$ cat src/rtl/riscv_params.svh
/* rv32i core widths */

`ifndef RISCV_PARAMS_SVH
`define RISCV_PARAMS_SVH

// data and pc width
`define XLEN_W 32

// register index width, 32 integer registers
`define REG_ADDR_W 5

// one instruction in bytes
`define PC_INC 4

`endif
$ cat src/rtl/riscv_isa_pkg.sv
/* rv32i instruction encoding */

`include "riscv_params.svh"

package riscv_isa_pkg;

    typedef logic [`XLEN_W-1:0] word_t;
    typedef logic [`REG_ADDR_W-1:0] reg_addr_t;
    typedef logic [31:0] instr_t; // fixed by the isa
    typedef logic [2:0] funct3_t;
    typedef logic [6:0] funct7_t;

    // major opcodes, instr[6:0]
    typedef enum logic [6:0] {
        LUI       = 7'b0110111,
        AUIPC     = 7'b0010111,
        JAL       = 7'b1101111,
        JALR      = 7'b1100111,
        BRANCH    = 7'b1100011,
        LOAD      = 7'b0000011,
        STORE     = 7'b0100011,
        ARITH     = 7'b0110011,
        ARITH_IMM = 7'b0010011
    } opcode_t;

    typedef enum logic [2:0] {
        BEQ  = 3'b000,
        BNE  = 3'b001,
        BLT  = 3'b100,
        BGE  = 3'b101,
        BLTU = 3'b110,
        BGEU = 3'b111
    } opcode_branch_t;

    // funct3 of register and immediate arithmetic
    typedef enum logic [2:0] {
        ADD_L  = 3'b000,
        SLL_L  = 3'b001,
        SLT_L  = 3'b010,
        SLTU_L = 3'b011,
        XOR_L  = 3'b100,
        SRA_L  = 3'b101, // srl and sra, split by bit 30
        OR_L   = 3'b110,
        AND_L  = 3'b111
    } opcode_alu_t;

endpackage

$ cat src/rtl/riscv_ctrl_pkg.sv
/* pipeline control types */

package riscv_ctrl_pkg;

    // {instr[30], funct3}, spare codes hold the compare ops
    typedef enum logic [3:0] {
        ALU_ADD  = 4'b0000,
        ALU_SLL  = 4'b0001,
        ALU_SLT  = 4'b0010,
        ALU_SLTU = 4'b0011,
        ALU_XOR  = 4'b0100,
        ALU_SRL  = 4'b0101,
        ALU_OR   = 4'b0110,
        ALU_AND  = 4'b0111,
        ALU_SUB  = 4'b1000,
        ALU_SEQ  = 4'b1001,
        ALU_SGE  = 4'b1010,
        ALU_SGEU = 4'b1011,
        ALU_SRA  = 4'b1101
    } alu_oper_t;

    typedef enum logic [1:0] {OPER1_RS1, OPER1_PC, OPER1_ZERO} alu_oper1_src_t;
    typedef enum logic [1:0] {OPER2_RS2, OPER2_IMM, OPER2_PC_INC} alu_oper2_src_t;
    typedef enum logic [1:0] {BNJ_NO, BNJ_JAL, BNJ_JALR, BNJ_BRANCH} bnj_oper_t;

    // {store, funct3}
    typedef enum logic [3:0] {
        MEM_LB  = 4'b0000,
        MEM_LH  = 4'b0001,
        MEM_LW  = 4'b0010,
        MEM_LBU = 4'b0100,
        MEM_LHU = 4'b0101,
        MEM_SB  = 4'b1000,
        MEM_SH  = 4'b1001,
        MEM_SW  = 4'b1010,
        MEM_NOP = 4'b1111
    } mem_oper_t;

    typedef struct packed {
        riscv_isa_pkg::word_t     pc;
        riscv_isa_pkg::word_t     rs1_data;
        riscv_isa_pkg::word_t     rs2_data;
        riscv_isa_pkg::word_t     imm;
        alu_oper1_src_t           alu_oper1_src;
        alu_oper2_src_t           alu_oper2_src;
        bnj_oper_t                bnj_oper;
        alu_oper_t                alu_oper;
        mem_oper_t                mem_oper;
        logic                     wb_use_mem;
        logic                     write_rd;
        riscv_isa_pkg::reg_addr_t rd_addr;
        riscv_isa_pkg::reg_addr_t rs1_addr;
        riscv_isa_pkg::reg_addr_t rs2_addr;
    } id_ex_t;

    typedef struct packed {
        riscv_isa_pkg::word_t     alu_result;
        riscv_isa_pkg::word_t     store_data;
        mem_oper_t                mem_oper;
        logic                     wb_use_mem;
        logic                     write_rd;
        riscv_isa_pkg::reg_addr_t rd_addr;
        logic                     branch_taken;
        riscv_isa_pkg::word_t     branch_target;
    } ex_mem_t;

    // bubble contents, also the reset value
    localparam id_ex_t ID_EX_NOP = '{
        alu_oper1_src: OPER1_RS1, alu_oper2_src: OPER2_RS2, bnj_oper: BNJ_NO,
        alu_oper: ALU_ADD, mem_oper: MEM_NOP, default: '0
    };

    localparam ex_mem_t EX_MEM_NOP = '{mem_oper: MEM_NOP, default: '0};

endpackage

$ cat src/rtl/id_ex_core.sv
/* decode and execute slice */

module id_ex_core
(
    input  logic                     clk_i,
    input  logic                     rstn_i,
    input  riscv_isa_pkg::instr_t    instr_i,    // from fetch
    input  riscv_isa_pkg::word_t     pc_i,
    input  logic                     stall_i,
    input  logic                     flush_i,
    input  logic                     wb_we_i,    // write-back port
    input  riscv_isa_pkg::reg_addr_t wb_addr_i,
    input  riscv_isa_pkg::word_t     wb_data_i,
    output riscv_ctrl_pkg::id_ex_t   id_ex_o,    // for a hazard unit
    output riscv_ctrl_pkg::ex_mem_t  ex_mem_o
);

    riscv_isa_pkg::reg_addr_t rs1_addr, rs2_addr;
    riscv_isa_pkg::word_t     rs1_data, rs2_data;

    regfile u_regfile (
        .clk_i      (clk_i),
        .rstn_i     (rstn_i),
        .rs1_addr_i (rs1_addr),
        .rs2_addr_i (rs2_addr),
        .rs1_data_o (rs1_data),
        .rs2_data_o (rs2_data),
        .we_i       (wb_we_i),
        .rd_addr_i  (wb_addr_i),
        .rd_data_i  (wb_data_i)
    );

    decode u_decode (
        .clk_i           (clk_i),
        .rstn_i          (rstn_i),
        .instr_i         (instr_i),
        .pc_i            (pc_i),
        .regf_rs1_addr_o (rs1_addr),
        .regf_rs2_addr_o (rs2_addr),
        .rs1_data_i      (rs1_data),
        .rs2_data_i      (rs2_data),
        .stall_i         (stall_i),
        .flush_i         (flush_i),
        .id_ex_o         (id_ex_o)
    );

    execute u_execute (
        .clk_i    (clk_i),
        .rstn_i   (rstn_i),
        .id_ex_i  (id_ex_o),
        .ex_mem_o (ex_mem_o)
    );

endmodule

$ cat src/rtl/execute.sv
/* execute stage and ex/mem register */

`include "riscv_params.svh"

module execute
(
    input  logic                    clk_i,
    input  logic                    rstn_i,
    input  riscv_ctrl_pkg::id_ex_t  id_ex_i,
    output riscv_ctrl_pkg::ex_mem_t ex_mem_o
);

    localparam int SHAMT_W = $clog2(`XLEN_W);

    riscv_isa_pkg::word_t    op1, op2, alu_result, target;
    logic [SHAMT_W-1:0]      shamt;
    logic                    taken;
    riscv_ctrl_pkg::ex_mem_t ex_mem_d;

    always_comb
    begin
        case (id_ex_i.alu_oper1_src)
            riscv_ctrl_pkg::OPER1_PC:   op1 = id_ex_i.pc;
            riscv_ctrl_pkg::OPER1_ZERO: op1 = '0;
            default:                    op1 = id_ex_i.rs1_data;
        endcase
        case (id_ex_i.alu_oper2_src)
            riscv_ctrl_pkg::OPER2_IMM:    op2 = id_ex_i.imm;
            riscv_ctrl_pkg::OPER2_PC_INC: op2 = `PC_INC;
            default:                      op2 = id_ex_i.rs2_data;
        endcase
    end

    assign shamt = op2[SHAMT_W-1:0];

    always_comb
    begin : alu
        case (id_ex_i.alu_oper)
            riscv_ctrl_pkg::ALU_SUB:  alu_result = op1 - op2;
            riscv_ctrl_pkg::ALU_SLL:  alu_result = op1 << shamt;
            riscv_ctrl_pkg::ALU_SRL:  alu_result = op1 >> shamt;
            riscv_ctrl_pkg::ALU_SRA:  alu_result = $signed(op1) >>> shamt;
            riscv_ctrl_pkg::ALU_SLT:  alu_result = riscv_isa_pkg::word_t'($signed(op1) < $signed(op2));
            riscv_ctrl_pkg::ALU_SLTU: alu_result = riscv_isa_pkg::word_t'(op1 < op2);
            riscv_ctrl_pkg::ALU_SEQ:  alu_result = riscv_isa_pkg::word_t'(op1 == op2);
            riscv_ctrl_pkg::ALU_SGE:  alu_result = riscv_isa_pkg::word_t'($signed(op1) >= $signed(op2));
            riscv_ctrl_pkg::ALU_SGEU: alu_result = riscv_isa_pkg::word_t'(op1 >= op2);
            riscv_ctrl_pkg::ALU_XOR:  alu_result = op1 ^ op2;
            riscv_ctrl_pkg::ALU_OR:   alu_result = op1 | op2;
            riscv_ctrl_pkg::ALU_AND:  alu_result = op1 & op2;
            default:                  alu_result = op1 + op2;
        endcase
    end

    // jumps always taken, branches on a nonzero compare
    assign taken = (id_ex_i.bnj_oper == riscv_ctrl_pkg::BNJ_JAL)  ||
                   (id_ex_i.bnj_oper == riscv_ctrl_pkg::BNJ_JALR) ||
                   (id_ex_i.bnj_oper == riscv_ctrl_pkg::BNJ_BRANCH && alu_result != '0);

    assign target = (id_ex_i.bnj_oper == riscv_ctrl_pkg::BNJ_JALR) ?
                    ((id_ex_i.rs1_data + id_ex_i.imm) & ~riscv_isa_pkg::word_t'(1)) :
                    (id_ex_i.pc + id_ex_i.imm);

    assign ex_mem_d = '{alu_result: alu_result, store_data: id_ex_i.rs2_data,
                        mem_oper: id_ex_i.mem_oper, wb_use_mem: id_ex_i.wb_use_mem,
                        write_rd: id_ex_i.write_rd, rd_addr: id_ex_i.rd_addr,
                        branch_taken: taken, branch_target: target};

    always_ff @(posedge clk_i or negedge rstn_i)
    begin
        if (!rstn_i)
            ex_mem_o <= riscv_ctrl_pkg::EX_MEM_NOP;
        else
            ex_mem_o <= ex_mem_d; // no stall, a held id/ex repeats here
    end

    a_no_bnj_not_taken: assert property (@(posedge clk_i) disable iff (!rstn_i)
        (id_ex_i.bnj_oper == riscv_ctrl_pkg::BNJ_NO) |=> !ex_mem_o.branch_taken);

endmodule

$ cat src/rtl/decode.sv
/* instruction decode and id/ex register */

module decode
(
    input  logic                     clk_i,
    input  logic                     rstn_i,
    input  riscv_isa_pkg::instr_t    instr_i,
    input  riscv_isa_pkg::word_t     pc_i,
    output riscv_isa_pkg::reg_addr_t regf_rs1_addr_o,
    output riscv_isa_pkg::reg_addr_t regf_rs2_addr_o,
    input  riscv_isa_pkg::word_t     rs1_data_i,
    input  riscv_isa_pkg::word_t     rs2_data_i,
    input  logic                     stall_i,  // hold id/ex
    input  logic                     flush_i,  // load a bubble, wins over stall
    output riscv_ctrl_pkg::id_ex_t   id_ex_o
);

    riscv_isa_pkg::opcode_t    opcode;
    riscv_isa_pkg::reg_addr_t  rs1, rs2, rd;
    riscv_isa_pkg::funct3_t    funct3;
    riscv_isa_pkg::funct7_t    funct7;
    riscv_isa_pkg::word_t      imm_i, imm_s, imm_b, imm_u, imm_j;

    riscv_isa_pkg::word_t           curr_imm;
    riscv_ctrl_pkg::alu_oper1_src_t alu_oper1_src;
    riscv_ctrl_pkg::alu_oper2_src_t alu_oper2_src;
    riscv_ctrl_pkg::bnj_oper_t      bnj_oper;
    riscv_ctrl_pkg::alu_oper_t      alu_oper;
    riscv_ctrl_pkg::mem_oper_t      mem_oper;
    logic                           write_rd;
    logic                           wb_use_mem; // rd takes load data
    riscv_ctrl_pkg::id_ex_t         id_ex_d;

    assign opcode = riscv_isa_pkg::opcode_t'(instr_i[6:0]);
    assign rd     = instr_i[11:7];
    assign funct3 = instr_i[14:12];
    assign rs1    = instr_i[19:15];
    assign rs2    = instr_i[24:20];
    assign funct7 = instr_i[31:25];

    // sign-extended immediates per format
    assign imm_i = {{20{instr_i[31]}}, instr_i[31:20]};
    assign imm_s = {{20{instr_i[31]}}, instr_i[31:25], instr_i[11:7]};
    assign imm_b = {{19{instr_i[31]}}, instr_i[31], instr_i[7], instr_i[30:25],
                    instr_i[11:8], 1'b0};
    assign imm_u = {instr_i[31:12], 12'b0};
    assign imm_j = {{11{instr_i[31]}}, instr_i[31], instr_i[19:12], instr_i[20],
                    instr_i[30:21], 1'b0};

    always_comb
    begin : main_decode
        alu_oper1_src = riscv_ctrl_pkg::OPER1_RS1;
        alu_oper2_src = riscv_ctrl_pkg::OPER2_RS2;
        curr_imm      = '0;
        write_rd      = 1'b0;
        wb_use_mem    = 1'b0;
        bnj_oper      = riscv_ctrl_pkg::BNJ_NO;
        mem_oper      = riscv_ctrl_pkg::MEM_NOP;
        case (opcode)
            riscv_isa_pkg::LUI:
            begin
                alu_oper1_src = riscv_ctrl_pkg::OPER1_ZERO;
                alu_oper2_src = riscv_ctrl_pkg::OPER2_IMM;
                curr_imm      = imm_u;
                write_rd      = 1'b1;
            end
            riscv_isa_pkg::AUIPC:
            begin
                alu_oper1_src = riscv_ctrl_pkg::OPER1_PC;
                alu_oper2_src = riscv_ctrl_pkg::OPER2_IMM;
                curr_imm      = imm_u;
                write_rd      = 1'b1;
            end
            riscv_isa_pkg::JAL, riscv_isa_pkg::JALR:
            begin
                alu_oper1_src = riscv_ctrl_pkg::OPER1_PC;      // link address
                alu_oper2_src = riscv_ctrl_pkg::OPER2_PC_INC;
                write_rd      = 1'b1;
                if (opcode == riscv_isa_pkg::JAL)
                begin
                    curr_imm = imm_j;
                    bnj_oper = riscv_ctrl_pkg::BNJ_JAL;
                end
                else
                begin
                    curr_imm = imm_i;
                    bnj_oper = riscv_ctrl_pkg::BNJ_JALR;
                end
            end
            riscv_isa_pkg::BRANCH:
            begin
                curr_imm = imm_b;
                bnj_oper = riscv_ctrl_pkg::BNJ_BRANCH;
            end
            riscv_isa_pkg::LOAD:
            begin
                alu_oper2_src = riscv_ctrl_pkg::OPER2_IMM;
                curr_imm      = imm_i;
                write_rd      = 1'b1;
                wb_use_mem    = 1'b1;
                mem_oper      = riscv_ctrl_pkg::mem_oper_t'({1'b0, funct3});
            end
            riscv_isa_pkg::STORE:
            begin
                alu_oper2_src = riscv_ctrl_pkg::OPER2_IMM;
                curr_imm      = imm_s;
                mem_oper      = riscv_ctrl_pkg::mem_oper_t'({1'b1, funct3});
            end
            riscv_isa_pkg::ARITH: write_rd = 1'b1;
            riscv_isa_pkg::ARITH_IMM:
            begin
                alu_oper2_src = riscv_ctrl_pkg::OPER2_IMM;
                curr_imm      = imm_i;
                write_rd      = 1'b1;
            end
            default: ; // unknown opcode stays a bubble
        endcase
    end

    always_comb
    begin : alu_decode
        alu_oper = riscv_ctrl_pkg::ALU_ADD; // address and link sums
        case (opcode)
            riscv_isa_pkg::BRANCH:
            begin
                if (riscv_isa_pkg::opcode_branch_t'(funct3) == riscv_isa_pkg::BNE)
                    alu_oper = riscv_ctrl_pkg::ALU_SUB; // nonzero when unequal
                else if (riscv_isa_pkg::opcode_branch_t'(funct3) == riscv_isa_pkg::BEQ)
                    alu_oper = riscv_ctrl_pkg::ALU_SEQ;
                else
                    alu_oper = riscv_ctrl_pkg::alu_oper_t'({funct3[0], 1'b0, funct3[2:1]});
            end
            riscv_isa_pkg::ARITH:
                alu_oper = riscv_ctrl_pkg::alu_oper_t'({funct7[5], funct3});
            riscv_isa_pkg::ARITH_IMM:
            begin
                // bit 30 is part of the immediate except on shifts right
                if (riscv_isa_pkg::opcode_alu_t'(funct3) == riscv_isa_pkg::SRA_L)
                    alu_oper = riscv_ctrl_pkg::alu_oper_t'({funct7[5], funct3});
                else
                    alu_oper = riscv_ctrl_pkg::alu_oper_t'({1'b0, funct3});
            end
            default: ;
        endcase
    end

    assign regf_rs1_addr_o = rs1;
    assign regf_rs2_addr_o = rs2;

    always_comb
    begin
        id_ex_d               = riscv_ctrl_pkg::ID_EX_NOP;
        id_ex_d.pc            = pc_i;
        id_ex_d.rs1_data      = rs1_data_i;
        id_ex_d.rs2_data      = rs2_data_i;
        id_ex_d.imm           = curr_imm;
        id_ex_d.alu_oper1_src = alu_oper1_src;
        id_ex_d.alu_oper2_src = alu_oper2_src;
        id_ex_d.bnj_oper      = bnj_oper;
        id_ex_d.alu_oper      = alu_oper;
        id_ex_d.mem_oper      = mem_oper;
        id_ex_d.wb_use_mem    = wb_use_mem;
        id_ex_d.write_rd      = write_rd;
        id_ex_d.rd_addr       = rd;
        id_ex_d.rs1_addr      = rs1;
        id_ex_d.rs2_addr      = rs2;
    end

    always_ff @(posedge clk_i or negedge rstn_i)
    begin
        if (!rstn_i)
            id_ex_o <= riscv_ctrl_pkg::ID_EX_NOP;
        else if (flush_i)
            id_ex_o <= riscv_ctrl_pkg::ID_EX_NOP;
        else if (!stall_i)
            id_ex_o <= id_ex_d;
    end

    a_flush_bubble: assert property (@(posedge clk_i) disable iff (!rstn_i)
        flush_i |=> !id_ex_o.write_rd);

    a_store_no_rd: assert property (@(posedge clk_i) disable iff (!rstn_i)
        id_ex_o.write_rd |-> !(id_ex_o.mem_oper inside
            {riscv_ctrl_pkg::MEM_SB, riscv_ctrl_pkg::MEM_SH, riscv_ctrl_pkg::MEM_SW}));

endmodule

$ cat src/rtl/regfile.sv
/* integer register file */

`include "riscv_params.svh"

module regfile
(
    input  logic                     clk_i,
    input  logic                     rstn_i,
    input  riscv_isa_pkg::reg_addr_t rs1_addr_i,
    input  riscv_isa_pkg::reg_addr_t rs2_addr_i,
    output riscv_isa_pkg::word_t     rs1_data_o,
    output riscv_isa_pkg::word_t     rs2_data_o,
    input  logic                     we_i,      // write-back strobe
    input  riscv_isa_pkg::reg_addr_t rd_addr_i,
    input  riscv_isa_pkg::word_t     rd_data_i
);

    localparam int NUM_REGS = 2 ** `REG_ADDR_W;

    riscv_isa_pkg::word_t regs [1:NUM_REGS-1]; // x0 has no storage
    logic wr_en;

    assign wr_en = we_i && (rd_addr_i != '0);

    always_ff @(posedge clk_i or negedge rstn_i)
    begin
        if (!rstn_i)
            for (int i = 1; i < NUM_REGS; i++) regs[i] <= '0;
        else if (wr_en)
            regs[rd_addr_i] <= rd_data_i;
    end

    // write-through of the pending write
    assign rs1_data_o = (rs1_addr_i == '0) ? '0 :
                        (wr_en && rd_addr_i == rs1_addr_i) ? rd_data_i : regs[rs1_addr_i];
    assign rs2_data_o = (rs2_addr_i == '0) ? '0 :
                        (wr_en && rd_addr_i == rs2_addr_i) ? rd_data_i : regs[rs2_addr_i];

    a_zero_reg: assert property (@(posedge clk_i) disable iff (!rstn_i)
        ((rs1_addr_i == '0) |-> (rs1_data_o == '0)) and
        ((rs2_addr_i == '0) |-> (rs2_data_o == '0)));

endmodule

$ cat config.mk
export PLATFORM = sky130hd
export DESIGN_NAME = id_ex_core
export DESIGN_NICKNAME = d
export VERILOG_FILES = /design/src/rtl/riscv_isa_pkg.sv /design/src/rtl/riscv_ctrl_pkg.sv /design/src/rtl/id_ex_core.sv /design/src/rtl/execute.sv /design/src/rtl/decode.sv /design/src/rtl/regfile.sv
export VERILOG_INCLUDE_DIRS = /design/src /design/src/rtl
export SDC_FILE = /design/constraint.sdc
export NUM_CORES = 2
export LEC_CHECK = 0
export BUFFER_PORTS_ARGS = -buffer_cell sky130_fd_sc_hd__buf_4
export CELL_PAD_IN_SITES_DETAIL_PLACEMENT = 0
export CELL_PAD_IN_SITES_GLOBAL_PLACEMENT = 1
export CORE_MARGIN = 3
export CORE_UTILIZATION = 29
export CTS_BUF_LIST = sky130_fd_sc_hd__clkbuf_4 sky130_fd_sc_hd__clkbuf_8 sky130_fd_sc_hd__clkbuf_16
export CTS_CLUSTER_DIAMETER = 100
export DETAILED_ROUTE_END_ITERATION = 7
export GPL_ROUTABILITY_DRIVEN = 1
export GPL_TIMING_DRIVEN = 0
export HOLD_SLACK_MARGIN = 0.05
export PLACE_DENSITY = 0.56
export RECOVER_POWER = 25
export SYNTH_ARGS = -nofsm -noshare
export SYNTH_HDL_FRONTEND = slang
export SYNTH_SLANG_ARGS = --single-unit
$ cat constraint.sdc
create_clock -name clk_i -period 14.2 [get_ports clk_i]
set_input_delay 0 -clock clk_i [delete_from_list [all_inputs] [get_ports clk_i]]
set_output_delay 0 -clock clk_i [all_outputs]
set_load 0.01 [all_outputs]
Word level (Yosys, flattened, before mapping) --
Index checks and enable logic that the tools add are counted.
Cells by class: order comparisons 8, shift-type cells 3, bitwise logic cells 6, reduce and logical (&&, ||, !) cells 18, multiplexer cells 32, $add $sub $neg 4, equal/unequal tests 34
Operators with widths (number):
- $bwmux W992 | 1
- $pmux W32 S12 | 1
- $bmux W32 S5 | 2
- $mux W32 | 10
- $mux W159 | 2
- $demux W32 S5 | 1
- $pmux W32 S5 | 1
- $pmux W32 S2 | 2
- $add A32 B32 Y32 | 3
- $ge A32 B32 Y1 | 2
- $lt A32 B32 Y1 | 2
- $and A32 B32 Y32 | 1
- $eq A32 B32 Y1 | 1
- $or A32 B32 Y32 | 1
- $reduce_bool A32 Y1 | 1
- $shl A32 B5 Y32 | 1
- $shr A32 B5 Y32 | 1
- $sshr A32 B5 Y32 | 1
- $sub A32 B32 Y32 | 1
- $xor A32 B32 Y32 | 1
- $eq A7 B6 Y1 const B | 3
- $eq A7 B7 Y1 const B | 3
- $eq A4 B4 Y1 const B | 5
- $mux W20 | 1
- other kinds (29) | 57
Word-level totals: register bits 1259, word-level logic and storage cells 158

Longest topological paths before layout --
depth after elaboration 8, mapped depth 24, depth with buffers taken out 21

Cells and area by module --
Synthesis repeated with hierarchy kept, for this count alone.
Second synthesis, totals: cells, all modules 6445, area total of the unflattened synthesis 76367.0 um^2
By module, submodules not included:
- regfile | area each 53512.6 um^2, instances 1, cells an instance 3691
- execute | area each 15974.1 um^2, instances 1, cells an instance 2160
- decode | area each 6880.3 um^2, instances 1, cells an instance 594

Least setup slack after synthesis --
No wires, ideal clock.
path kind flip-flop to flip-flop, from register u_decode.id_ex_o[27] (netlist name), to register u_execute.ex_mem_o[32] (netlist name), library setup time 131 ps, arrival time 5554 ps, stages on the path, launching flop included 22, slack 8515 ps, buffers on the path 4, data required time 14069 ps, period minus slack after synthesis 5685 ps, cells stage by stage dfrtp_1 -> inv_1 -> ha_1 -> and2b_1 -> nor2_4 -> clkbuf_1 -> buf_1 -> clkbuf_1 -> ha_1 -> clkbuf_1 -> nor2b_1 -> o211ai_1 -> nand3_1 -> a221oi_1 -> o21ai_0 -> or4_4 -> or4_1 -> nor4_1 -> nand4b_1 -> or4b_1 -> nor3_1 -> a21oi_1
On the way: longest elaborated chain between the ends 7, elaborated cells on any way between the ends 20
RTL lines:
- $eq A2 B2 Y1 / $eq A2 B1 Y1 (equally long branches) | RTL line execute.sv:27 | case (id_ex_i.alu_oper2_src)
- $pmux W32 S2 * | RTL line execute.sv:27
- $add A32 B32 Y32 (tied with other cells) | RTL line execute.sv:51 | default: alu_result = op1 + op2;
- $pmux W32 S12 * | RTL line execute.sv:38 | case (id_ex_i.alu_oper)
- via u_execute.alu_result[6] | RTL line execute.sv:15 | riscv_isa_pkg::word_t op1, op2, alu_result, target;
- $reduce_bool A32 Y1 * | RTL line execute.sv:58 | (id_ex_i.bnj_oper == riscv_ctrl_pkg::BNJ_BRANCH && alu_result != '0);
- $logic_and A1 B1 Y1 * | RTL line execute.sv:58
- $logic_or A1 B1 Y1 * | RTL line execute.sv:57 | (id_ex_i.bnj_oper == riscv_ctrl_pkg::BNJ_JALR) ||
- via u_execute.taken | RTL line execute.sv:17 | logic taken;
The timed path passes the listed nets; every way through them passes the cells marked *. A chain may end at the register's enable or synchronous reset.

Worst setup path in the final report --
from register u_decode.id_ex_o[28] (netlist name), to register u_execute.ex_mem_o[32] (netlist name)
On the way: longest elaborated chain between the ends 7, elaborated cells on any way between the ends 20
RTL lines (RTL line):
- $eq A2 B2 Y1 / $eq A2 B1 Y1 (equally long branches) | execute.sv:27
- $pmux W32 S2 * | execute.sv:27
- $add A32 B32 Y32 (tied with other cells) | execute.sv:51
- $pmux W32 S12 * | execute.sv:38
- via u_execute.alu_result[13] | execute.sv:15
- $reduce_bool A32 Y1 * | execute.sv:58
- $logic_and A1 B1 Y1 * | execute.sv:58
- $logic_or A1 B1 Y1 * | execute.sv:57
- via u_execute.taken | execute.sv:17
Marked as above.

==> results.sh <==
export IMPL_fin_hold_ws_ps=115
export IMPL_drv_slew=333
export IMPL_clock_latency_ps=870
export IMPL_post_place_ws_ps=4450
export IMPL_grt_first_pass_wirelength_um=512000
export IMPL_max_vdd_ir_drop_uv=139
export IMPL_cts_made_buffers=154
export IMPL_min_period_ps=9930
export IMPL_initial_core_util_pct=29.2
export IMPL_num_io_pins=373
export IMPL_synthTopCellsByArea="dfrtp_1 42%, mux4_2 17%, mux2_2 15%"
export IMPL_synth_edf_count=0
export IMPL_switching_power_mw=4.02
export IMPL_setup_ws_ps=4270
export IMPL_arrival_ps=10600
export IMPL_clock_path_buffers=3
export IMPL_die_w_um=515
export IMPL_path_class="reg -> reg"
export IMPL_synth_seq_cells=1259
export IMPL_fill_cells=25700
export IMPL_power_frac_clock_pct=34.2
export IMPL_grt_max_degree=173
export IMPL_yosys_most_used_dff="dfrtp_1"
export IMPL_yosysTopAreaCell="dfrtp_1"
export IMPL_totalWireLength_um=378000
export IMPL_fmax_mhz=101
export IMPL_clk_pin_slew_ps=60
export IMPL_violations="capacitance limit, slew limit"
export IMPL_area_delta_synth_final_pct=18.1
export IMPL_antenna_found_initial=38
export IMPL_post_cts_resized=0
export IMPL_hold_path_class="in -> reg"
export IMPL_setup_violations=0
export IMPL_die_h_um=515
export IMPL_vias=59500
export IMPL_power_leakage_nw=37.4
export IMPL_cts_htree_levels=4
export IMPL_period_share_pct=69.9
export IMPL_drt_pre_antenna_iters=6
export IMPL_cts_setup_buffers=0
export IMPL_p_seq_share_pct=39.0
export IMPL_tightest_slew_ps=8410
export IMPL_via_per_inst=5.81
export IMPL_swShare_pct=33.1
export IMPL_gp_congestion=0.976
export IMPL_maxCapViolations=12
export IMPL_p_int_mw=8.11
export IMPL_hold_viol=0
export IMPL_nets=6990
export IMPL_cp_end_kind="flop"
export IMPL_wire_per_inst_um=36.9
export IMPL_dieArea_um2=265000
export IMPL_pwr_density_cell_nw_per_um2=137
export IMPL_run_status="finished with violations"
export IMPL_tritoncts_num_sinks=1259
export IMPL_synth_top_area_share_pct=41.7
export IMPL_hpwl_um=282000
export IMPL_synthTopCellsByCount="1251 x dfrtp_1, 1027 x mux2_2, 576 x mux4_2"
export IMPL_synthesis_area_um2=75100
export IMPL_portBuffers=356
export IMPL_cts_tree="yes"
export IMPL_drc=0
export IMPL_slew_headroom_pct=-461
export IMPL_syn_inst=6004
export IMPL_start_kind="flop"
export IMPL_finalCoreUtilization_pct=34.5
export IMPL_syn_nets=6277
export IMPL_cp_max_fo=10
export IMPL_drt_iter0_drc=5533
export IMPL_power_mw=12.1
export IMPL_crit_required_ps=14870
export IMPL_rsz0062_at_grt="false"
export IMPL_drive_gt1_share_pct=31.5
export IMPL_ant_nets=0
export IMPL_cts_root_buf="clkbuf_16"
export IMPL_grt_pass1_vias=59900
export IMPL_p_comb_share_pct=26.7
export IMPL_async_reset_ff_share_pct=100
export IMPL_avgSynthCellArea_um2=12.5
export IMPL_postCtsHoldBufs=178
export IMPL_synth_distinct_cells=104
export IMPL_yosysMostFrequentCell="dfrtp_1"
export IMPL_grt_usage_pct=27.9
export IMPL_core_area_um2=257000
export IMPL_ys_warn_count=0
export IMPL_grt_ovfl_total=0
export IMPL_std_cell_rows=186
export IMPL_skew_ps=60.3
export IMPL_yosysSeqAreaShare_pct=42.0
[stage by stage]
step | TNS, ps | cells | instance area, um2
2_1_floorplan | 0 | 6004 | 75100
3_3_place_gp | -3174710 | 9744 | 82000
3_5_place_dp | 0 | 9764 | 82500
4_1_cts | 0 | 10200 | 89700
5_1_grt | 0 | 10200 | 88700
6_report | 0 | 10200 | 88700
[worst max-delay path: stages, from the launching register on]
cell,delay [ps]
dfrtp_1,500
inv_1,100
ha_1,670
a211oi_2,260
nor2_4,390
clkbuf_1,700
buf_1,660
clkbuf_1,580
ha_1,350
clkbuf_1,260
inv_1,160
o221ai_1,290
a211o_1,380
a21oi_1,300
nor2_1,230
a221o_1,380
a221oi_1,1020
o21ai_0,810
nor4_1,490
nand4b_1,280
or4b_1,570
nor3_1,240
a21oi_1,110
[final timing paths]
kind,start,to,slack (ps),cells after the start
hold reg to reg,u_decode.id_ex_o[19],u_execute.ex_mem_o[42],400,0
max in group asynchronous,rstn_i,u_regfile.regs[616],5820,4
min in group asynchronous,rstn_i,u_decode.id_ex_o[127],2260,4
setup reg to reg,u_decode.id_ex_o[28],u_execute.ex_mem_o[32],4270,22
hold / removal,wb_data_i[2],u_regfile.regs[98],120,3
setup / recovery,u_decode.id_ex_o[28],u_execute.ex_mem_o[32],4270,22
[cells by family after synthesis]
| logic type | Yosys count | synth area share, % |
|---|---|---|
| and+or+nand+nor | 932 | 5.86 |
| DFF | 1259 | 42.0 |
| buffers and inverters | 664 | 3.49 |
| AOI/OAI and AO/OA | 1099 | 9.54 |
| muxes | 1819 | 35.6 |
| adders and majority gates | 167 | 2.82 |
| xor gates and xnor gates | 64 | 0.746 |
[cell type report]
cell class / instances / area, um2 / area share, %
multi-input cells: 4081 / 41000 / 46.2
inverters: 125 / 472 / 0.532
clock inverters: 54 / 776 / 0.874
diodes: 10 / 25.0 / 0.0282
well taps: 3384 / 4230 / 4.77
repair buffers: 557 / 3840 / 4.33
flip-flops and latches: 1259 / 31500 / 35.5
clock buffers: 225 / 4630 / 5.22
plain buffers: 539 / 2220 / 2.50
[layout by cell type, fill, tap and decap left out, types with 82 or more instances in the layout]
| master | netlist | final |
|---|---|---|
| a21oi_1 | 296 | 296 |
| a22o_1 | 97 | 97 |
| buf_1 | 105 | 82 |
| buf_4 | 10 | 113 |
| clkbuf_1 | 387 | 620 |
| clkbuf_16 | 0 | 154 |
| dfrtp_1 | 1251 | 1251 |
| dlygate4sd3_1 | 0 | 177 |
| ha_1 | 163 | 163 |
| inv_1 | 120 | 120 |
| mux2_2 | 1027 | 1027 |
| mux2i_1 | 214 | 214 |
| mux4_2 | 576 | 576 |
| nand2_1 | 317 | 317 |
| nor2_1 | 275 | 275 |
| o21ai_0 | 240 | 240 |
[registers in the layout, indices dropped and copies added, names as in the netlist]
| signal | flops |
|---|---|
| u_decode.id_ex_o | 159 |
| u_regfile.regs | 992 |
| u_execute.ex_mem_o | 108 |
[power by group through the flow]
stage	clock network, mW	logic [mW]	registers, mW
finish	4.15	3.24	4.73
global route	4.37	3.40	4.80
CTS	4.23	3.26	4.71
detailed placement	0	3.21	4.78
global placement	0	3.17	4.73
floorplan	0	2.01	4.60
[routing by layer]
metal	part of all wire [%]	routed length [um]	GRT usage [%]	vias up
met3	7.1	26700	5.80	756
met2	46	175000	45.2	2740
met1	41	153000	35.5	31600
met5	0.079	297	0	-
li1	-	-	-	24400
met4	6.0	22600	13.6	6
No activity file was read; power rests on OpenSTA's default activity.
